[config.mk]
export PLATFORM = sky130hd
export DESIGN_NAME = executeStage
export DESIGN_NICKNAME = d
export VERILOG_FILES = /design/src/rtl/execPkg.sv /design/src/rtl/rvIsaPkg.sv /design/src/rtl/aluUnit.sv /design/src/rtl/executeStage.sv /design/src/rtl/mulDivUnit.sv
export SDC_FILE = /design/constraint.sdc
export NUM_CORES = 2
export LEC_CHECK = 0
export BUFFER_PORTS_ARGS = -buffer_cell sky130_fd_sc_hd__buf_2
export CAP_MARGIN = 20
export CORE_MARGIN = 1.5
export CORE_UTILIZATION = 50
export CTS_BUF_LIST = sky130_fd_sc_hd__clkbuf_16
export CTS_CLUSTER_SIZE = 40
export DETAILED_ROUTE_END_ITERATION = 8
export PLACE_DENSITY = 0.68
export REMOVE_ABC_BUFFERS = 1
export SLEW_MARGIN = 15
export SYNTH_ARGS = -nofsm -noshare
export SYNTH_HDL_FRONTEND = slang
export SYNTH_HIERARCHICAL = 1
export SYNTH_SLANG_ARGS = --single-unit
[constraint.sdc]
create_clock -name clk -period 22.1 [get_ports clk]
set_input_delay 2.21 -clock clk [delete_from_list [all_inputs] [get_ports clk]]
set_output_delay 2.21 -clock clk [all_outputs]
set_load 0.02 [all_outputs]
[src/rtl/execPkg.sv]
package execPkg;

    // datapath.
    localparam int XLEN      = 64;
    localparam int REG_IDX_W = 5;

    // slots offered by the memory stage after reset.
    localparam int OUT_CREDITS = 2;
    localparam int CREDIT_W    = $clog2(OUT_CREDITS + 1);

    // one iteration per operand bit.
    localparam int MD_STEPS = 64;
    localparam int MD_CNT_W = $clog2(MD_STEPS);

    typedef logic [XLEN-1:0]      xlenT;
    typedef logic [REG_IDX_W-1:0] regIdxT;

endpackage

[src/rtl/rvIsaPkg.sv]
package rvIsaPkg;

    // operand A source.
    typedef enum logic [1:0] {
        SRC_A_ZERO = 2'd0,
        SRC_A_RS1  = 2'd1,
        SRC_A_PC   = 2'd2,
        SRC_A_PC4  = 2'd3
    } srcASelT;

    // operand B source.
    typedef enum logic [1:0] {
        SRC_B_RS2   = 2'd0,
        SRC_B_IMM   = 2'd1,
        SRC_B_IMM12 = 2'd2,
        SRC_B_CSR   = 2'd3
    } srcBSelT;

    typedef enum logic [3:0] {
        ALU_ADD  = 4'd0,
        ALU_SUB  = 4'd1,
        ALU_SLL  = 4'd2,
        ALU_SLT  = 4'd3,
        ALU_SLTU = 4'd4,
        ALU_XOR  = 4'd5,
        ALU_SRL  = 4'd6,
        ALU_SRA  = 4'd7,
        ALU_OR   = 4'd8,
        ALU_AND  = 4'd9
    } aluOpT;

    // same order as funct3 of the M extension.
    typedef enum logic [2:0] {
        MUL_MUL    = 3'd0,
        MUL_MULH   = 3'd1,
        MUL_MULHSU = 3'd2,
        MUL_MULHU  = 3'd3,
        MUL_DIV    = 3'd4,
        MUL_DIVU   = 3'd5,
        MUL_REM    = 3'd6,
        MUL_REMU   = 3'd7
    } mulOpT;

    typedef enum logic [2:0] {
        CSR_NONE = 3'd0,
        CSR_RW   = 3'd1,
        CSR_RS   = 3'd2,
        CSR_RC   = 3'd3,
        CSR_RWI  = 3'd4,
        CSR_RSI  = 3'd5,
        CSR_RCI  = 3'd6
    } csrOpT;

    typedef enum logic [1:0] {
        FLAG_LT  = 2'd0,
        FLAG_LTU = 2'd1,
        FLAG_EQ  = 2'd2
    } flagSelT;

endpackage

[src/rtl/aluUnit.sv]
`timescale 1ns/10ps

module aluUnit (
    input  execPkg::xlenT   opA,
    input  execPkg::xlenT   opB,
    input  rvIsaPkg::aluOpT aluOp,
    output execPkg::xlenT   result,
    output execPkg::xlenT   resultWord
);
    import execPkg::*;
    import rvIsaPkg::*;

    logic [$clog2(XLEN)-1:0] shamt;
    logic [4:0]              shamtWord;
    logic [31:0]             wordA;
    logic [31:0]             wordB;
    logic [31:0]             word;

    assign shamt     = opB[$clog2(XLEN)-1:0];
    assign shamtWord = opB[4:0];
    assign wordA     = opA[31:0];
    assign wordB     = opB[31:0];

    //////////////////////////////////////////////////
    // full width.
    //////////////////////////////////////////////////

    always_comb begin
        case (aluOp)
            ALU_ADD:  result = opA + opB;
            ALU_SUB:  result = opA - opB;
            ALU_SLL:  result = opA << shamt;
            ALU_SLT:  result = {{(XLEN-1){1'b0}}, $signed(opA) < $signed(opB)};
            ALU_SLTU: result = {{(XLEN-1){1'b0}}, opA < opB};
            ALU_XOR:  result = opA ^ opB;
            ALU_SRL:  result = opA >> shamt;
            ALU_SRA:  result = xlenT'($signed(opA) >>> shamt);
            ALU_OR:   result = opA | opB;
            ALU_AND:  result = opA & opB;
            default:  result = '0;
        endcase
    end

    //////////////////////////////////////////////////
    // W forms, low 32 bits.
    //////////////////////////////////////////////////

    always_comb begin
        case (aluOp)
            ALU_ADD:  word = wordA + wordB;
            ALU_SUB:  word = wordA - wordB;
            ALU_SLL:  word = wordA << shamtWord;
            ALU_SLT:  word = {31'b0, $signed(wordA) < $signed(wordB)};
            ALU_SLTU: word = {31'b0, wordA < wordB};
            ALU_XOR:  word = wordA ^ wordB;
            ALU_SRL:  word = wordA >> shamtWord;
            ALU_SRA:  word = 32'($signed(wordA) >>> shamtWord);
            ALU_OR:   word = wordA | wordB;
            ALU_AND:  word = wordA & wordB;
            default:  word = '0;
        endcase
    end

    // sign-extend to the full width.
    assign resultWord = {{(XLEN-32){word[31]}}, word};

endmodule

[src/rtl/executeStage.sv]
`timescale 1ns/10ps

module executeStage (
    input  logic              clk,
    input  logic              rst,
    input  logic              flush,
    input  logic              outCredit,
    input  logic              inValid,
    input  execPkg::xlenT     inPc,
    input  execPkg::xlenT     inRs1,
    input  execPkg::xlenT     inRs2,
    input  execPkg::xlenT     inImm,
    input  execPkg::xlenT     inCsrValue,
    input  rvIsaPkg::srcASelT inSrcA,
    input  rvIsaPkg::srcBSelT inSrcB,
    input  rvIsaPkg::aluOpT   inAluOp,
    input  rvIsaPkg::mulOpT   inMulOp,
    input  logic              inIsMulDiv,
    input  logic              inWordOp,
    input  logic              inIsCompare,
    input  logic              inCmpImm,
    input  rvIsaPkg::flagSelT inFlagSel,
    input  logic              inFlagInv,
    input  rvIsaPkg::csrOpT   inCsrOp,
    input  execPkg::regIdxT   inRd,
    output logic              inCredit,
    output logic              outValid,
    output execPkg::xlenT     outResult,
    output logic              outFlag,
    output logic              outCsrWrite,
    output execPkg::xlenT     outCsrWriteValue,
    output execPkg::regIdxT   outRd,
    output logic              fwdValid,
    output execPkg::regIdxT   fwdRd,
    output execPkg::xlenT     fwdData
);
    import execPkg::*;
    import rvIsaPkg::*;

    logic    holdValidQ;
    xlenT    pcQ;
    xlenT    rs1Q;
    xlenT    rs2Q;
    xlenT    immQ;
    xlenT    csrValQ;
    srcASelT srcAQ;
    srcBSelT srcBQ;
    aluOpT   aluOpQ;
    mulOpT   mulOpQ;
    logic    isMulDivQ;
    logic    wordOpQ;
    logic    isCompareQ;
    logic    cmpImmQ;
    flagSelT flagSelQ;
    logic    flagInvQ;
    csrOpT   csrOpQ;
    regIdxT  rdQ;

    logic                mdIssuedQ;
    logic                mdReadyQ;
    logic [CREDIT_W-1:0] outCntQ;

    xlenT pcPlus4;
    xlenT opA;
    xlenT opB;
    xlenT cmpB;
    xlenT aluResult;
    xlenT aluWord;
    xlenT mdResult;
    xlenT csrWriteValue;
    xlenT resultData;
    logic flagRaw;
    logic flag;
    logic mdStart;
    logic mdBusy;
    logic mdDone;
    logic resultReady;
    logic issue;
    logic leave;

    //////////////////////////////////////////////////
    // hold register.
    //////////////////////////////////////////////////

    always_ff @(posedge clk) begin
        if (inValid) begin
            pcQ        <= inPc;
            rs1Q       <= inRs1;
            rs2Q       <= inRs2;
            immQ       <= inImm;
            csrValQ    <= inCsrValue;
            srcAQ      <= inSrcA;
            srcBQ      <= inSrcB;
            aluOpQ     <= inAluOp;
            mulOpQ     <= inMulOp;
            isMulDivQ  <= inIsMulDiv;
            wordOpQ    <= inWordOp;
            isCompareQ <= inIsCompare;
            cmpImmQ    <= inCmpImm;
            flagSelQ   <= inFlagSel;
            flagInvQ   <= inFlagInv;
            csrOpQ     <= inCsrOp;
            rdQ        <= inRd;
        end
    end

    assign pcPlus4 = pcQ + xlenT'(4);

    //////////////////////////////////////////////////
    // operands and compute.
    //////////////////////////////////////////////////

    always_comb begin
        case (srcAQ)
            SRC_A_ZERO: opA = '0;
            SRC_A_RS1:  opA = rs1Q;
            SRC_A_PC:   opA = pcQ;
            default:    opA = pcPlus4;
        endcase
        case (srcBQ)
            SRC_B_RS2:   opB = rs2Q;
            SRC_B_IMM:   opB = immQ;
            SRC_B_IMM12: opB = immQ << 12;
            default:     opB = csrValQ;
        endcase
    end

    aluUnit alu (
        .opA        (opA),
        .opB        (opB),
        .aluOp      (aluOpQ),
        .result     (aluResult),
        .resultWord (aluWord)
    );

    // one start per held instruction, flush aborts it.
    assign mdStart = holdValidQ & isMulDivQ & ~mdIssuedQ & ~mdBusy;

    mulDivUnit mulDiv (
        .clk    (clk),
        .rst    (rst),
        .start  (mdStart),
        .abort  (flush),
        .opA    (opA),
        .opB    (opB),
        .mulOp  (mulOpQ),
        .wordOp (wordOpQ),
        .busy   (mdBusy),
        .done   (mdDone),
        .result (mdResult)
    );

    // compare against imm or rs2.
    assign cmpB = cmpImmQ ? immQ : rs2Q;

    always_comb begin
        case (flagSelQ)
            FLAG_LT:  flagRaw = $signed(rs1Q) < $signed(cmpB);
            FLAG_LTU: flagRaw = rs1Q < cmpB;
            FLAG_EQ:  flagRaw = rs1Q == cmpB;
            default:  flagRaw = 1'b0;
        endcase
    end

    assign flag = flagRaw ^ flagInvQ;

    always_comb begin
        case (csrOpQ)
            CSR_RW:  csrWriteValue = rs1Q;
            CSR_RS:  csrWriteValue = csrValQ | rs1Q;
            CSR_RC:  csrWriteValue = csrValQ & ~rs1Q;
            CSR_RWI: csrWriteValue = immQ;
            CSR_RSI: csrWriteValue = csrValQ | immQ;
            CSR_RCI: csrWriteValue = csrValQ & ~immQ;
            default: csrWriteValue = '0;
        endcase
    end

    always_comb begin
        if (isCompareQ) begin
            resultData = {{(XLEN-1){1'b0}}, flag};
        end else if (isMulDivQ) begin
            resultData = mdResult;
        end else if (wordOpQ) begin
            resultData = aluWord;
        end else begin
            resultData = aluResult;
        end
    end

    //////////////////////////////////////////////////
    // flow control and output.
    //////////////////////////////////////////////////

    assign resultReady = holdValidQ & (~isMulDivQ | mdReadyQ | mdDone);
    assign issue       = resultReady & (outCntQ != '0) & ~flush;
    assign leave       = issue | (flush & holdValidQ);

    assign fwdValid = resultReady & (rdQ != '0);
    assign fwdRd    = rdQ;
    assign fwdData  = resultData;

    always_ff @(posedge clk or posedge rst) begin
        if (rst) begin
            holdValidQ <= 1'b0;
            mdIssuedQ  <= 1'b0;
            mdReadyQ   <= 1'b0;
            outCntQ    <= CREDIT_W'(OUT_CREDITS);
            outValid   <= 1'b0;
            inCredit   <= 1'b0;
        end else begin
            if (mdStart) begin
                mdIssuedQ <= 1'b1;
            end
            if (mdDone) begin
                mdReadyQ <= 1'b1;
            end
            if (leave) begin
                holdValidQ <= 1'b0;
                mdIssuedQ  <= 1'b0;
                mdReadyQ   <= 1'b0;
            end
            if (inValid) begin
                holdValidQ <= 1'b1;
                mdIssuedQ  <= 1'b0;
                mdReadyQ   <= 1'b0;
            end
            outCntQ  <= outCntQ - CREDIT_W'(issue) + CREDIT_W'(outCredit);
            outValid <= issue;
            inCredit <= leave;
        end
    end

    always_ff @(posedge clk) begin
        if (issue) begin
            outResult        <= resultData;
            outFlag          <= flag;
            outCsrWrite      <= (csrOpQ != CSR_NONE);
            outCsrWriteValue <= csrWriteValue;
            outRd            <= rdQ;
        end
    end

endmodule

[src/rtl/mulDivUnit.sv]
`timescale 1ns/10ps

module mulDivUnit (
    input  logic            clk,
    input  logic            rst,
    input  logic            start,
    input  logic            abort,
    input  execPkg::xlenT   opA,
    input  execPkg::xlenT   opB,
    input  rvIsaPkg::mulOpT mulOp,
    input  logic            wordOp,
    output logic            busy,
    output logic            done,
    output execPkg::xlenT   result
);
    import execPkg::*;
    import rvIsaPkg::*;

    logic signedA;
    logic signedB;
    logic negA;
    logic negB;
    xlenT extA;
    xlenT extB;

    logic [MD_CNT_W-1:0] stepCnt;
    xlenT                accQ;
    xlenT                lowQ;
    xlenT                magBQ;
    mulOpT               opQ;
    logic                isDivQ;
    logic                wordQ;
    logic                negResQ;
    logic                negRemQ;
    logic                divZeroQ;

    logic [XLEN:0]     mulSum;
    logic [XLEN:0]     divShift;
    logic [XLEN+1:0]   divTrial;
    logic [2*XLEN-1:0] prod;
    xlenT              quotient;
    xlenT              remainder;
    xlenT              full;

    //////////////////////////////////////////////////
    // operand preparation.
    //////////////////////////////////////////////////

    assign signedA = (mulOp == MUL_MULH) || (mulOp == MUL_MULHSU) ||
                     (mulOp == MUL_DIV) || (mulOp == MUL_REM);
    assign signedB = (mulOp == MUL_MULH) || (mulOp == MUL_DIV) || (mulOp == MUL_REM);

    // word forms reduce to 32 bits first.
    assign extA = wordOp ? {{(XLEN-32){signedA & opA[31]}}, opA[31:0]} : opA;
    assign extB = wordOp ? {{(XLEN-32){signedB & opB[31]}}, opB[31:0]} : opB;

    assign negA = signedA & extA[XLEN-1];
    assign negB = signedB & extB[XLEN-1];

    //////////////////////////////////////////////////
    // iteration.
    //////////////////////////////////////////////////

    assign mulSum   = {1'b0, accQ} + {1'b0, (lowQ[0] ? magBQ : '0)};
    assign divShift = {accQ, lowQ[XLEN-1]};
    assign divTrial = {1'b0, divShift} - {2'b0, magBQ};

    always_ff @(posedge clk or posedge rst) begin
        if (rst) begin
            busy    <= 1'b0;
            done    <= 1'b0;
            stepCnt <= '0;
        end else begin
            done <= 1'b0;
            if (abort) begin
                busy <= 1'b0;
            end else if (start) begin
                busy    <= 1'b1;
                stepCnt <= '0;
            end else if (busy) begin
                stepCnt <= stepCnt + 1'b1;
                if (stepCnt == MD_CNT_W'(MD_STEPS - 1)) begin
                    busy <= 1'b0;
                    done <= 1'b1;
                end
            end
        end
    end

    always_ff @(posedge clk) begin
        if (start) begin
            accQ     <= '0;
            lowQ     <= negA ? -extA : extA;
            magBQ    <= negB ? -extB : extB;
            opQ      <= mulOp;
            isDivQ   <= mulOp[2];
            wordQ    <= wordOp;
            negResQ  <= negA ^ negB;
            negRemQ  <= negA;
            divZeroQ <= (extB == '0);
        end else if (busy) begin
            if (isDivQ) begin
                // restoring step, keep the trial only if it did not borrow.
                if (!divTrial[XLEN+1]) begin
                    accQ <= divTrial[XLEN-1:0];
                end else begin
                    accQ <= divShift[XLEN-1:0];
                end
                lowQ <= {lowQ[XLEN-2:0], ~divTrial[XLEN+1]};
            end else begin
                accQ <= mulSum[XLEN:1];
                lowQ <= {mulSum[0], lowQ[XLEN-1:1]};
            end
        end
    end

    //////////////////////////////////////////////////
    // result.
    //////////////////////////////////////////////////

    assign prod      = negResQ ? -{accQ, lowQ} : {accQ, lowQ};
    assign quotient  = divZeroQ ? '1 : (negResQ ? -lowQ : lowQ);
    assign remainder = negRemQ ? -accQ : accQ;

    always_comb begin
        case (opQ)
            MUL_MUL:                         full = prod[XLEN-1:0];
            MUL_MULH, MUL_MULHSU, MUL_MULHU: full = prod[2*XLEN-1:XLEN];
            MUL_DIV, MUL_DIVU:               full = quotient;
            default:                         full = remainder;
        endcase
    end

    assign result = wordQ ? {{(XLEN-32){full[31]}}, full[31:0]} : full;

endmodule

==> key figures <==
Timing
  – Worst rel slew slack: 16.23%
  – Final setup vio count: 0
  – Worst-Margin Slew: 1257 ps
  – Skew final: 33.08 ps
  – Unrepaired setup endpoints after global routing: false
  – Maximum clock frequency: 89.86 MHz
  – Max Slew Vio Count: 0
  – Period utilization: 50.35%
  – Hold Fails Final Rpt: 0
  – Final worst path period need: 11,130 ps

Synth
  – Synthesized area: 70,390 um2
  – Mapped Avg Cell Area: 8.130 um2
  – Syn. warnings: 6
  – Post-synthesis cell type count: 125
  – Post-synth EDFFs: 616
  – #FFs+latches synth: 695
  – Ys flop type: edfxtp_1
  – Register area share after synthesis: 28.63%
  – Fraction of registers with async set/reset: 2.158%
  – Syn Inst Count: 8,658

Worst setup path
  – Worst Path Max Fanout: 42
  – Crit Path Class: register to primary output
  – Crit-path slowest cell: o21ai_4
  – Critical Path Stages: 23
  – Worst EP required: 19,890 ps
  – R2R depth: 22
  – Family with the most delay on the worst path: compound AO/OA/AOI/OAI gates
  – Slowest stage delay, CP: 710 ps
  – Worst setup SP type: register
  – Critical R2R Launch: srcBQ[0]
  – Buf/Inv on CP: 6
  – R2r setup slk: 13,790 ps
  – CP Launch Point: srcBQ[0]
  – CP cell instances: buf_4, buf_4, mux2i_1, o21ai_4, inv_2, ha_1, inv_1, o311a_1, o211ai_2, a31oi_1, o31ai_1, o21ai_1, a21oi_1, o41ai_1, inv_1, o21ai_0, nand3_1, mux2i_1, nor2_1, a21oi_1, o22a_1, o211ai_1, buf_2
  – Reg-to-Reg End: outResult[0]
  – Worst setup EP type: primary output
  – Worst path arrival time: 8920 ps

Drt
  – Starting DRT DRC Count: 10,320
  – Antenna Nets Post-Route: 0
  – DR pass1 iterations: 9
  – Routed wire per std cell: 30.35 um
  – Remaining DRCs: 20
  – Via count: 74,990
  – Via-to-Cell Ratio: 6.948
  – Total wire length after detailed routing: 327.6 mm

Clock tree
  – CTS clk-pin slew, worst paths: 60 ps
  – Max clock buf depth: 3
  – CTS tree: yes
  – Clock Root Buffer: clkbuf_16
  – Latest clock arrival within the worst-skew pair: 700 ps
  – Num CTS Buffers: 79
  – H-tree Lvls: 3
  – Clk sinks: 695
  – Post-CTS Hold Fix Bufs: 0
  – Post-CTS Resized: 0
  – Postcts setup bufs: 0

Layout
  – Proportion of layout cells with a drive suffix above 1: 12.92%
  – Final nets: 9,598
  – Final instance area: 77,050 um2
  – Area added between synthesis and finish: 9.458%
  – Fin cells: 10,790
  – Fillcell total: 13,140

Min path
  – Min-Delay Path Class: register to register
  – Min-Delay Startpoint: fwdRd[4]
  – WHS Endpoint: outRd[4]
  – Hold path depth: 0

Power
  – PwrDens: 101.3 nW/um2
  – Peak VDD IR: 123.2 uV
  – Leak: 30.65 nW

GRT
  – Largest net degree at the start of global routing: 169
  – Initial antenna violation count: 20
  – Vias in the first global route: 69,530
  – Global-route wire length before repair: 469.6 mm
  – Remaining global-route overflow: 0
  – Global Route Usage Sum: 44.23%

Placed design
  – Dpl hpwl: 249.1 mm
  – Port Buf Inserts: 557
  – DP Area: 74,530 um2
  – RD Place Congestion: 1.134
  – Post-Place Cells: 10,640

Floorplan
  – CORE AREA: 139,500 um2
  – Site Rows: 137
  – Die height: 378.2 um
  – Initial core utilization: 50.45%
  – Die Area: 143,000 um2
  – Die width: 378.2 um
  – I/O pin count: 558

Status
  – Violated checks: DRC
  – Run status: finished, violations left

Flow run
  – Number of maximum-capacitance violations: 0
-- cells in the mapped netlist (28+ instances only) --
| library cell | instances | share of area [%] |
|---|---|---|
| mux2i_1 | 372 | 5.3 |
| a22oi_1 | 30 | 0.32 |
| o211ai_1 | 112 | 1.2 |
| nor2b_1 | 57 | 0.51 |
| edfxtp_1 | 616 | 26 |
| xnor2_1 | 244 | 3.0 |
| a31oi_1 | 73 | 0.65 |
| xor2_1 | 154 | 1.9 |
| inv_1 | 356 | 1.9 |
| o21ai_1 | 28 | 0.20 |
| nand2_1 | 731 | 3.9 |
| o31ai_1 | 109 | 1.2 |
| or2_2 | 41 | 0.36 |
| nand3b_1 | 88 | 0.94 |
| and3_1 | 72 | 0.64 |
| nand4_1 | 103 | 0.92 |
| or3_1 | 91 | 0.81 |
| nor3_1 | 174 | 1.2 |
| clkbuf_1 | 456 | 2.4 |
| ha_1 | 393 | 7.0 |
| nand2b_1 | 62 | 0.55 |
| a211oi_1 | 109 | 1.2 |
| o21ai_0 | 689 | 4.9 |
| nand3_1 | 146 | 1.0 |
| buf_4 | 35 | 0.37 |
| buf_1 | 90 | 0.48 |
| buf_2 | 49 | 0.35 |
| a32o_1 | 38 | 0.54 |
| dfxtp_1 | 64 | 1.8 |
| o22ai_1 | 62 | 0.55 |
| o41ai_1 | 33 | 0.41 |
| mux2_2 | 40 | 0.64 |
| and2_1 | 33 | 0.29 |
| nor2_1 | 1032 | 5.5 |
| a21o_1 | 101 | 1.1 |
| o21bai_1 | 71 | 0.76 |
| a221oi_1 | 75 | 0.93 |
| nor4_1 | 87 | 0.77 |
| a211o_1 | 47 | 0.58 |
| o221ai_1 | 93 | 1.2 |
| mux4_2 | 96 | 3.1 |
| o21a_1 | 38 | 0.41 |
| or4_1 | 48 | 0.51 |
| a21oi_1 | 853 | 6.1 |
-- per-layer routing --
metal | part of all wire [%] | global-route usage (%) | up-vias
met4 | 7.7 | 29.11 | 28
met5 | 0.083 | 0.5489 | -
met1 | 37 | 55.11 | 35670
li1 | - | - | 32700
met3 | 12 | 10.69 | 1237
met2 | 44 | 68.01 | 5359
-- registers in the layout, indices dropped and copies added, names as in the netlist, 5 cells and up --
register / count
rs1Q: 64
fwdRd: 5
pcQ: 64
mulDiv/stepCnt: 6
mulDiv/magBQ: 64
csrValQ: 64
outCsrWriteValue: 64
rs2Q: 64
outResult: 64
mulDiv/accQ: 64
immQ: 64
mulDiv/lowQ: 64
outRd: 5
-- power by group --
part	switching, W	leakage, nW	internal, W
clock network	0.000571	1.26	0.000724
logic	0.00298	22.7	0.00149
registers	0.000348	6.67	0.00169
-- final cells by class --
class,instances,area (um2),area share [%]
flip-flops and latches,695,20160,26.16
clock inverters,62,456.7,0.5927
clock buffers,81,2027,2.631
well taps,1876,2347,3.047
inverters,366,1378,1.788
multi-input cells,6956,46370,60.18
diodes,5,12.51,0.01624
repair buffers,752,4302,5.583
-- through the flow --
stage,setup TNS (ps),total power (W),worst slack (ps),utilization [%],hold WS (ps)
after floorplan,-472180,0.004879,-5603,-,460.2
after global placement,0,0.006272,12050,53.41,454.9
after detailed placement,0,0.006299,12090,53.41,464.3
after CTS,0,0.007613,11280,55.19,480.2
after global routing,0,0.008152,10990,55.21,498.3
final,0,0.007803,10970,55.22,474.9
-- worst max path at each step --
stage	to	slack, ps
floorplan	mulDiv/lowQ[0]	-5600
global placement	fwdData[0]	12050
detailed placement	fwdData[0]	12090
CTS	fwdData[0]	11280
global route	fwdData[0]	10990
finish	fwdData[0]	10970
-- layout by cell type (no fill, tap or decap), types with 103 or more instances in the layout --
master	synthesis	routed
a21oi_1	853	851
inv_1	356	365
mux2i_1	372	372
ha_1	393	393
xnor2_1	244	244
nand3_1	146	145
xor2_1	154	153
nand4_1	103	103
o21ai_0	689	675
o31ai_1	109	109
nor3_1	174	173
o211ai_1	112	112
a211oi_1	109	109
edfxtp_1	616	616
nand2_1	731	731
buf_2	49	557
nor2_1	1032	1028
buf_4	35	190
-- cells by family after synthesis --
logic type | share of synthesized area (%)
and+or+nand+nor | 19.12
DFF | 28.63
buffers and inverters | 5.781
adders and majority gates | 7.100
xor gates and xnor gates | 4.952
AOI/OAI and AO/OA | 25.41
muxes | 9.002
-- worst reg2reg max path, delay by kind of cell (launching register included) --
kind                       cells  cell delay, ps
AOI/OAI and AO/OA             12            4540
adders and majority gates      1             540
buffers and inverters          5            1940
DFF                            1             320
muxes                          2             430
and+or+nand+nor                2             200
Note: power is estimated with default switching activity, not from simulation.
